`src/design/chip_defs.svh`:
```
// Address map, pad positions and widths shared by RTL and testbench
// Pad positions are fixed, there is no programmable pin map
// UART_CLKS_PER_BIT must be at least 2
`ifndef CHIP_DEFS_SVH
`define CHIP_DEFS_SVH

// Host bus
`define ADDR_W 8
`define OFS_W 4            // Low address bits select the register
`define DATA_W 8

// MIO pads
`define NUM_MIO 12
`define NUM_GPIO 8         // GPIO bit k sits on pad k
`define MIO_UART_TX 8
`define MIO_STRAP_LO 9
`define NUM_STRAPS 3

// UART bit period in clock cycles
`define UART_CLKS_PER_BIT 4

`endif

```
`src/design/chip_pkg.sv`:
```
// Block-select and register-offset encodings for the host address
// Block select is the upper address nibble, offset the lower one
// Any block-select value not listed here is unmapped
`include "chip_defs.svh"

package chip_pkg;

  // Upper address bits
  typedef enum logic [`ADDR_W-`OFS_W-1:0] {
    BLK_GPIO  = 'd0,
    BLK_UART  = 'd1,
    BLK_STRAP = 'd2
  } blk_sel_e;

  typedef enum logic [`OFS_W-1:0] {
    GPIO_OUT = 'd0,
    GPIO_OE  = 'd1,
    GPIO_IN  = 'd2   // Read only
  } gpio_reg_e;

  typedef enum logic [`OFS_W-1:0] {
    UART_TXDATA = 'd0,  // Write only
    UART_STATUS = 'd1   // Bit 0 is busy
  } uart_reg_e;

  typedef enum logic [`OFS_W-1:0] {
    STRAP_VAL = 'd0     // Read only
  } strap_reg_e;

endpackage

```
`src/design/reg_bus_if.sv`:
```
// Per-block register bus with plain strobes and no handshake
// A write lands on the edge where req and we are both high
// rdata is combinational from offset and sampled by the crossbar
`timescale 1ns/1ps
`include "chip_defs.svh"

interface reg_bus_if;
  logic              req;
  logic              we;
  logic [`OFS_W-1:0] offset;
  logic [`DATA_W-1:0] wdata;
  logic [`DATA_W-1:0] rdata;

  // Crossbar side
  modport host (
    output req, we, offset, wdata,
    input  rdata
  );

  // Register block side
  modport dev (
    input  req, we, offset, wdata,
    output rdata
  );
endinterface

```
`src/design/chip_mini_top.sv`:
```
// Small chip top with a host register port and multiplexed I/O pads
// Pads are split into in, out and output-enable; the board resolves them
// Host reads return data one cycle after the request
`timescale 1ns/1ps
`include "chip_defs.svh"

module chip_mini_top (
  input  logic                clk_i,
  input  logic                rst_i,
  input  logic                req_i,
  input  logic                we_i,
  input  logic [`ADDR_W-1:0]  addr_i,
  input  logic [`DATA_W-1:0]  wdata_i,
  output logic [`DATA_W-1:0]  rdata_o,
  input  logic [`NUM_MIO-1:0] mio_i,
  output logic [`NUM_MIO-1:0] mio_o,
  output logic [`NUM_MIO-1:0] mio_oe_o
);

  reg_bus_if gpio_bus ();
  reg_bus_if uart_bus ();
  reg_bus_if strap_bus ();

  logic [`NUM_GPIO-1:0] gpio_out;
  logic [`NUM_GPIO-1:0] gpio_oe;
  logic [`NUM_GPIO-1:0] gpio_in;
  logic                 uart_tx;

  reg_xbar u_xbar (
    .clk_i     (clk_i),
    .rst_i     (rst_i),
    .req_i     (req_i),
    .we_i      (we_i),
    .addr_i    (addr_i),
    .wdata_i   (wdata_i),
    .rdata_o   (rdata_o),
    .gpio_bus  (gpio_bus),
    .uart_bus  (uart_bus),
    .strap_bus (strap_bus)
  );

  gpio u_gpio (
    .clk_i    (clk_i),
    .rst_i    (rst_i),
    .bus      (gpio_bus),
    .pad_in_i (gpio_in),
    .out_o    (gpio_out),
    .oe_o     (gpio_oe)
  );

  uart_tx u_uart_tx (
    .clk_i (clk_i),
    .rst_i (rst_i),
    .bus   (uart_bus),
    .tx_o  (uart_tx)
  );

  pinmux u_pinmux (
    .clk_i      (clk_i),
    .rst_i      (rst_i),
    .mio_i      (mio_i),
    .gpio_out_i (gpio_out),
    .gpio_oe_i  (gpio_oe),
    .uart_tx_i  (uart_tx),
    .gpio_in_o  (gpio_in),
    .mio_o      (mio_o),
    .mio_oe_o   (mio_oe_o),
    .strap_bus  (strap_bus)
  );

endmodule

```
`src/design/gpio.sv`:
```
// GPIO with output and output-enable registers
// Pad inputs pass a two-flop synchronizer, so GPIO_IN lags the pads
// by two cycles
`timescale 1ns/1ps
`include "chip_defs.svh"

module gpio (
  input  logic                 clk_i,
  input  logic                 rst_i,
  reg_bus_if.dev               bus,
  input  logic [`NUM_GPIO-1:0] pad_in_i,
  output logic [`NUM_GPIO-1:0] out_o,
  output logic [`NUM_GPIO-1:0] oe_o
);
  import chip_pkg::*;

  logic [`NUM_GPIO-1:0] sync_q1;
  logic [`NUM_GPIO-1:0] sync_q2;

  always_ff @(posedge clk_i) begin
    if (rst_i) begin
      out_o <= '0;
      oe_o  <= '0;
    end else if (bus.req && bus.we) begin
      case (bus.offset)
        GPIO_OUT: out_o <= bus.wdata[`NUM_GPIO-1:0];
        GPIO_OE:  oe_o  <= bus.wdata[`NUM_GPIO-1:0];
        default:  ;                          // GPIO_IN is read only
      endcase
    end
  end

  // Input synchronizer
  always_ff @(posedge clk_i) begin
    sync_q1 <= pad_in_i;
    sync_q2 <= sync_q1;
  end

  always_comb begin
    case (bus.offset)
      GPIO_OUT: bus.rdata = `DATA_W'(out_o);
      GPIO_OE:  bus.rdata = `DATA_W'(oe_o);
      GPIO_IN:  bus.rdata = `DATA_W'(sync_q2);
      default:  bus.rdata = '0;
    endcase
  end

endmodule

```
`src/design/pinmux.sv`:
```
// Fixed pin map with GPIO on pads 0 to 7, UART TX on pad 8 and straps on 9 to 11
// Straps track the pads while reset is high and freeze when it drops
// The UART pad is always an output, strap pads are always inputs
`timescale 1ns/1ps
`include "chip_defs.svh"

module pinmux (
  input  logic                 clk_i,
  input  logic                 rst_i,
  input  logic [`NUM_MIO-1:0]  mio_i,
  input  logic [`NUM_GPIO-1:0] gpio_out_i,
  input  logic [`NUM_GPIO-1:0] gpio_oe_i,
  input  logic                 uart_tx_i,
  output logic [`NUM_GPIO-1:0] gpio_in_o,
  output logic [`NUM_MIO-1:0]  mio_o,
  output logic [`NUM_MIO-1:0]  mio_oe_o,
  reg_bus_if.dev               strap_bus
);
  import chip_pkg::*;

  logic [`NUM_STRAPS-1:0] strap_q;

  always_comb begin
    mio_o    = '0;
    mio_oe_o = '0;                              // Strap pads stay inputs

    mio_o[`NUM_GPIO-1:0]    = gpio_out_i;
    mio_oe_o[`NUM_GPIO-1:0] = gpio_oe_i;

    mio_o[`MIO_UART_TX]    = uart_tx_i;
    mio_oe_o[`MIO_UART_TX] = 1'b1;
  end

  assign gpio_in_o = mio_i[`NUM_GPIO-1:0];

  // Last reset cycle wins
  always_ff @(posedge clk_i) begin
    if (rst_i) begin
      strap_q <= mio_i[`MIO_STRAP_LO +: `NUM_STRAPS];
    end
  end

  // Writes are ignored as the strap value is read only
  assign strap_bus.rdata = (strap_bus.offset == STRAP_VAL) ? `DATA_W'(strap_q) : '0;

endmodule

```
`src/design/reg_xbar.sv`:
```
// Address crossbar from the host port to three register blocks
// Read data is registered, so it shows one cycle after the request
// Unmapped blocks read as zero and ignore writes
`timescale 1ns/1ps
`include "chip_defs.svh"

module reg_xbar (
  input  logic               clk_i,
  input  logic               rst_i,
  input  logic               req_i,
  input  logic               we_i,
  input  logic [`ADDR_W-1:0] addr_i,
  input  logic [`DATA_W-1:0] wdata_i,
  output logic [`DATA_W-1:0] rdata_o,
  reg_bus_if.host            gpio_bus,
  reg_bus_if.host            uart_bus,
  reg_bus_if.host            strap_bus
);
  import chip_pkg::*;

  logic [`ADDR_W-`OFS_W-1:0] blk;
  logic [`OFS_W-1:0]         offset;
  logic [`DATA_W-1:0]        rd_mux;

  assign blk    = addr_i[`ADDR_W-1:`OFS_W];
  assign offset = addr_i[`OFS_W-1:0];

  // Only the selected block sees the strobe
  assign gpio_bus.req  = req_i && (blk == BLK_GPIO);
  assign uart_bus.req  = req_i && (blk == BLK_UART);
  assign strap_bus.req = req_i && (blk == BLK_STRAP);

  assign gpio_bus.we      = we_i;
  assign gpio_bus.offset  = offset;
  assign gpio_bus.wdata   = wdata_i;
  assign uart_bus.we      = we_i;
  assign uart_bus.offset  = offset;
  assign uart_bus.wdata   = wdata_i;
  assign strap_bus.we     = we_i;
  assign strap_bus.offset = offset;
  assign strap_bus.wdata  = wdata_i;

  always_comb begin
    case (blk)
      BLK_GPIO:  rd_mux = gpio_bus.rdata;
      BLK_UART:  rd_mux = uart_bus.rdata;
      BLK_STRAP: rd_mux = strap_bus.rdata;
      default:   rd_mux = '0;             // Unmapped
    endcase
  end

  // Holds until the next read
  always_ff @(posedge clk_i) begin
    if (rst_i) begin
      rdata_o <= '0;
    end else if (req_i && !we_i) begin
      rdata_o <= rd_mux;
    end
  end

endmodule

```
`src/design/uart_tx.sv`:
```
// Transmit-only 8N1 UART whose line idles high
// A TXDATA write while busy is dropped
// Busy rises on the write edge and falls at the end of the stop bit
`timescale 1ns/1ps
`include "chip_defs.svh"

module uart_tx (
  input  logic   clk_i,
  input  logic   rst_i,
  reg_bus_if.dev bus,
  output logic   tx_o
);
  import chip_pkg::*;

  localparam int CNT_W    = $clog2(`UART_CLKS_PER_BIT);
  localparam int LAST_BIT = `DATA_W + 1;  // Stop bit index

  logic [`DATA_W:0] shift_q;    // Data bits with stop bit on top
  logic [CNT_W-1:0] clk_cnt_q;
  logic [3:0]       bit_cnt_q;  // 0 start, then data, then stop
  logic             busy_q;
  logic             load;
  logic             bit_end;

  assign load    = bus.req && bus.we && (bus.offset == UART_TXDATA) && !busy_q;
  assign bit_end = (clk_cnt_q == CNT_W'(`UART_CLKS_PER_BIT - 1));

  always_ff @(posedge clk_i) begin
    if (rst_i) begin
      busy_q    <= 1'b0;
      tx_o      <= 1'b1;
      clk_cnt_q <= '0;
      bit_cnt_q <= '0;
    end else if (load) begin
      busy_q    <= 1'b1;
      tx_o      <= 1'b0;                 // Start bit
      clk_cnt_q <= '0;
      bit_cnt_q <= '0;
    end else if (busy_q) begin
      if (bit_end) begin
        clk_cnt_q <= '0;
        if (bit_cnt_q == 4'(LAST_BIT)) begin
          busy_q <= 1'b0;                // Stop bit done and the line stays high
        end else begin
          tx_o      <= shift_q[0];
          bit_cnt_q <= bit_cnt_q + 4'd1;
        end
      end else begin
        clk_cnt_q <= clk_cnt_q + 1'b1;
      end
    end
  end

  // LSB first with ones shifting in from the top
  always_ff @(posedge clk_i) begin
    if (load) begin
      shift_q <= {1'b1, bus.wdata};
    end else if (busy_q && bit_end) begin
      shift_q <= {1'b1, shift_q[`DATA_W:1]};
    end
  end

  assign bus.rdata = (bus.offset == UART_STATUS) ? `DATA_W'(busy_q) : '0;

endmodule

```
`config.mk`:
```
export PLATFORM = sky130hd
export DESIGN_NAME = chip_mini_top
export DESIGN_NICKNAME = d
export VERILOG_FILES = /design/src/design/chip_pkg.sv /design/src/design/reg_bus_if.sv /design/src/design/chip_mini_top.sv /design/src/design/gpio.sv /design/src/design/pinmux.sv /design/src/design/reg_xbar.sv /design/src/design/uart_tx.sv
export VERILOG_INCLUDE_DIRS = /design/src /design/src/design
export SDC_FILE = /design/constraint.sdc
export NUM_CORES = 1
export LEC_CHECK = 0
export ABC_AREA = 1
export BUFFER_PORTS_ARGS = -buffer_cell sky130_fd_sc_hd__buf_2
export CORE_ASPECT_RATIO = 1.5
export CORE_MARGIN = 2
export CORE_UTILIZATION = 50
export CTS_BUF_LIST = sky130_fd_sc_hd__clkbuf_8
export CTS_CLUSTER_SIZE = 20
export DETAILED_ROUTE_END_ITERATION = 8
export PLACE_DENSITY_LB_ADDON = 0.05
export SYNTH_ARGS = -nofsm -noshare
export SYNTH_HDL_FRONTEND = slang
export SYNTH_SLANG_ARGS = --single-unit
```
`constraint.sdc`:
```
create_clock -name clk_i -period 1.7 [get_ports clk_i]
set_input_delay 0.085 -clock clk_i [delete_from_list [all_inputs] [get_ports clk_i]]
set_output_delay 0.085 -clock clk_i [all_outputs]
set_load 0.03 [all_outputs]
```
==> key figures <==
Run status
  • Outcome: completed

STA
  • Max Slew Vio Count: 0
  • Crit share post-route: 78.26%
  • Min cycle time layout: 1330 ps
  • RSZ-0062 raised after global routing: false
  • Final Hold Fails: 0
  • Final setup TNS: 0 ps
  • Final setup fails: 0
  • Setup Skew: ~11 ps
  • Max frequency: 751.7 MHz

Synth
  • Mapped Cells: 286
  • Mapped Area: ~0.0024 mm^2
  • Area leader, netlist: dfxtp_1
  • Seq/Total Area, Yosys: 53.61%
  • Ys flop type: dfxtp_1
  • Flops & latches, synth: 59
  • Synth top area cells: dfxtp_1 40%, edfxtp_1 14%, nand2_1 11%
  • Syn_area_per_cell: between 8 and 9 um^2
  • Unique masters post-synth: 33
  • Most common cell in the netlist: nand2_1
  • Async set-or-reset flop fraction in the synthesized netlist: 0%
  • Top cell type's share of synthesized area: 39.90%
  • Post-synth EDFFs: 11
  • Post-synth top cells: 69 x nand2_1, 48 x dfxtp_1, 38 x nor2_1
  • Synthesis warning total: 0

Min path
  • Hold crit path type: in2reg
  • Hold path depth: 3
  • Hold Path End: u_gpio.out_o[0]$_SDFFE_PP0P_
  • Source of the worst hold timing path: wdata_i[0]

Critical path
  • Critical path's slowest cell: dfxtp_1
  • Worst Path Class, Setup: reg2reg
  • Reg2reg setup slack: roughly 370 ps
  • CP bufs+invs: 2
  • CP max stage delay: 360 ps
  • Critical Path AT: approximately 1600 ps
  • Worst setup EP type: register
  • FF-to-FF Start: u_uart_tx.clk_cnt_q[0]$_SDFFE_PP0P_
  • RR Endpoint: u_uart_tx.bit_cnt_q[3]$_SDFFE_PP0P_
  • CP cell instances: ha_1 > nand2_2 > a21oi_4 > inv_2 > nor2_2 > xor2_1 > nand2_1 > inv_1
  • Crit-path leading delay family: flip-flops
  • CP required: around 2000 ps
  • CP Launch Type: register
  • CP Max Fanout: 5
  • Reg2Reg Depth: 8

Clock tree
  • Root Driver: clkbuf_8
  • CTS tree: done
  • Clk_lat worst skew: 340 ps
  • Post_cts resized: 0
  • Clock sinks: 59
  • Max clock buf depth: 2
  • CTS H-tree lvls: 3
  • Clock input transition at the sequential cells of the worst setup and hold paths: ~70 ps
  • Number of buffers created by CTS: 9

Floorplan
  • Chip Height: 89.01 um
  • I/O pins: between 60 and 70
  • CORE AREA: 0.004579 mm^2
  • Row cnt: 30
  • Die width: approximately 61 um
  • Initial Util: 52.60%
  • Total die area: 0.005400 mm^2

Job
  • Max cap viols: 0

Placement
  • Final Wtd Congestion: 0.8693
  • IO Port Bufs: 55
  • Inst Count DP: 400
  • Final HPWL DP: 3878 um

Global route
  • Vias in the first global route: 1898
  • Largest net degree at the start of global routing: 19
  • Initial antenna violation count: 0
  • Gr ovfl total: 0
  • Gr usage total: 21.23%
  • First-pass GRT wire length: 8349 um

Final layout
  • Share of cells above drive strength 1: 27.82%
  • Inserted Diodes: 0
  • Final core occ: 65.33%
  • Final Net Count: 393
  • Area growth syn-to-layout: 24.21%
  • Non-filler cells, final: 427

Detailed routing
  • DRT Pass-1 Iters: 4
  • Routed Antenna Nets: 0
  • Wire length per cell: 12.07 um
  • DRT iter0 DRCs: 97
  • WL final: 5156 um
  • Remaining DRCs: 0
  • Via density: 4.735
  • DR vias: 2022

Power and ir drop
  • Pwr Density: 908.7 mW/mm^2
  • Max IR drop VDD: 0.4984 mV
  • Leak Pwr: 1.398 nW
==> sequential cells by signal (all words and copies together), names as in the netlist <==
register             cells
u_gpio.oe_o              8
u_gpio.out_o             8
u_gpio.sync_q1           8
u_gpio.sync_q2           8
u_uart_tx.shift_q        8
u_xbar.rdata_o           8
u_uart_tx.bit_cnt_q      4
u_pinmux.strap_q         3
u_uart_tx.clk_cnt_q      2
u_uart_tx.busy_q         1
u_uart_tx.tx_o           1
==> final cells by class <==
cell class                 count  area [um^2]
fill                         424         1588
sequential                    59         1291
multi-input combinational    198        957.2
timing repair buffer          69        407.9
clock buffer                  10        137.6
inverter                      21        83.83
tap                           64        80.08
clock inverter                 6        33.78
==> worst max path at each step <==
stage | startpoint | to | depth (start not counted)
global route | u_uart_tx.clk_cnt_q[0]$_SDFFE_PP0P_ | u_uart_tx.bit_cnt_q[3]$_SDFFE_PP0P_ | 8
detailed placement | addr_i[7] | u_uart_tx.shift_q[6]$_DFFE_PP_ | 6
global placement | addr_i[7] | u_uart_tx.shift_q[6]$_DFFE_PP_ | 6
floorplan | u_uart_tx.busy_q$_SDFF_PP0_ | u_uart_tx.shift_q[0]$_DFFE_PP_ | 4
finish | u_uart_tx.clk_cnt_q[0]$_SDFFE_PP0P_ | u_uart_tx.bit_cnt_q[3]$_SDFFE_PP0P_ | 8
CTS | u_uart_tx.clk_cnt_q[0]$_SDFFE_PP0P_ | u_uart_tx.bit_cnt_q[3]$_SDFFE_PP0P_ | 8
==> layer usage <==
metal	GRT usage [%]	vias to the layer above	part of all wire, %
met1	24.26	915	42
li1	-	1055	-
met2	35.97	42	51
met3	5.644	10	4.5
met4	10.28	0	2.0
met5	0	-	0
==> cells in the final DEF (no fill, tap or decap), types with 2 or more instances in the layout <==
cell type,n
dlygate4sd3_1,11
conb_1,7
nand3_1,21
nand2_4,2
clkbuf_8,10
buf_4,3
buf_2,55
nor2_4,2
nand2_2,4
o21ai_1,8
a21oi_1,15
nor2_2,5
edfxtp_1,11
clkinv_2,4
nor2_1,38
nor3_1,2
ha_1,3
o21ai_0,12
dfxtp_1,48
inv_1,13
inv_2,7
nand2_1,69
==> where the power goes <==
| part | switching, mW | leakage [nW] | internal [mW] |
|---|---|---|---|
| clock network | 0.546 | 0.0946 | 0.554 |
| registers | 0.00832 | 0.493 | 1.45 |
| logic | 0.0998 | 0.811 | 0.0619 |
==> kinds of logic after synthesis <==
family,Yosys count,synth area share (%)
and+or+nand+nor,148,27.58
other,2,0.3118
AOI/OAI and AO/OA,39,9.143
buffers and inverters,34,7.429
adders and majority gates,3,1.559
DFF,59,53.61
xor gates and xnor gates,1,0.3637
==> tightest hold or removal path, delay by kind of cell <==
kind	cells	cell delay [ps]
buf+inv	1	110
compound gates	1	70
simple gates	1	70
==> per-stage QoR <==
| stage | setup WS [ps] | total power, mW | hold WS [ps] | area, um^2 |
|---|---|---|---|---|
| global placement | 160.7 | 1.629 | 188.3 | 2710 |
| finish | 369.7 | 2.719 | 24.16 | 2992 |
| global route | 221.7 | 2.821 | 24.81 | 2992 |
| floorplan | 412.6 | 1.583 | 112.7 | 2427 |
| detailed placement | 139.1 | 1.630 | 190.6 | 2710 |
| CTS | 356.7 | 2.732 | 11.74 | 2992 |
==> what timing repair did <==
action / in CTS / in global routing
buffers inserted: 0 / 0
endpoints found under the hold margin: 11 / 0
hold buffers: 11 / 0
Power figures use the tool's default switching activity.
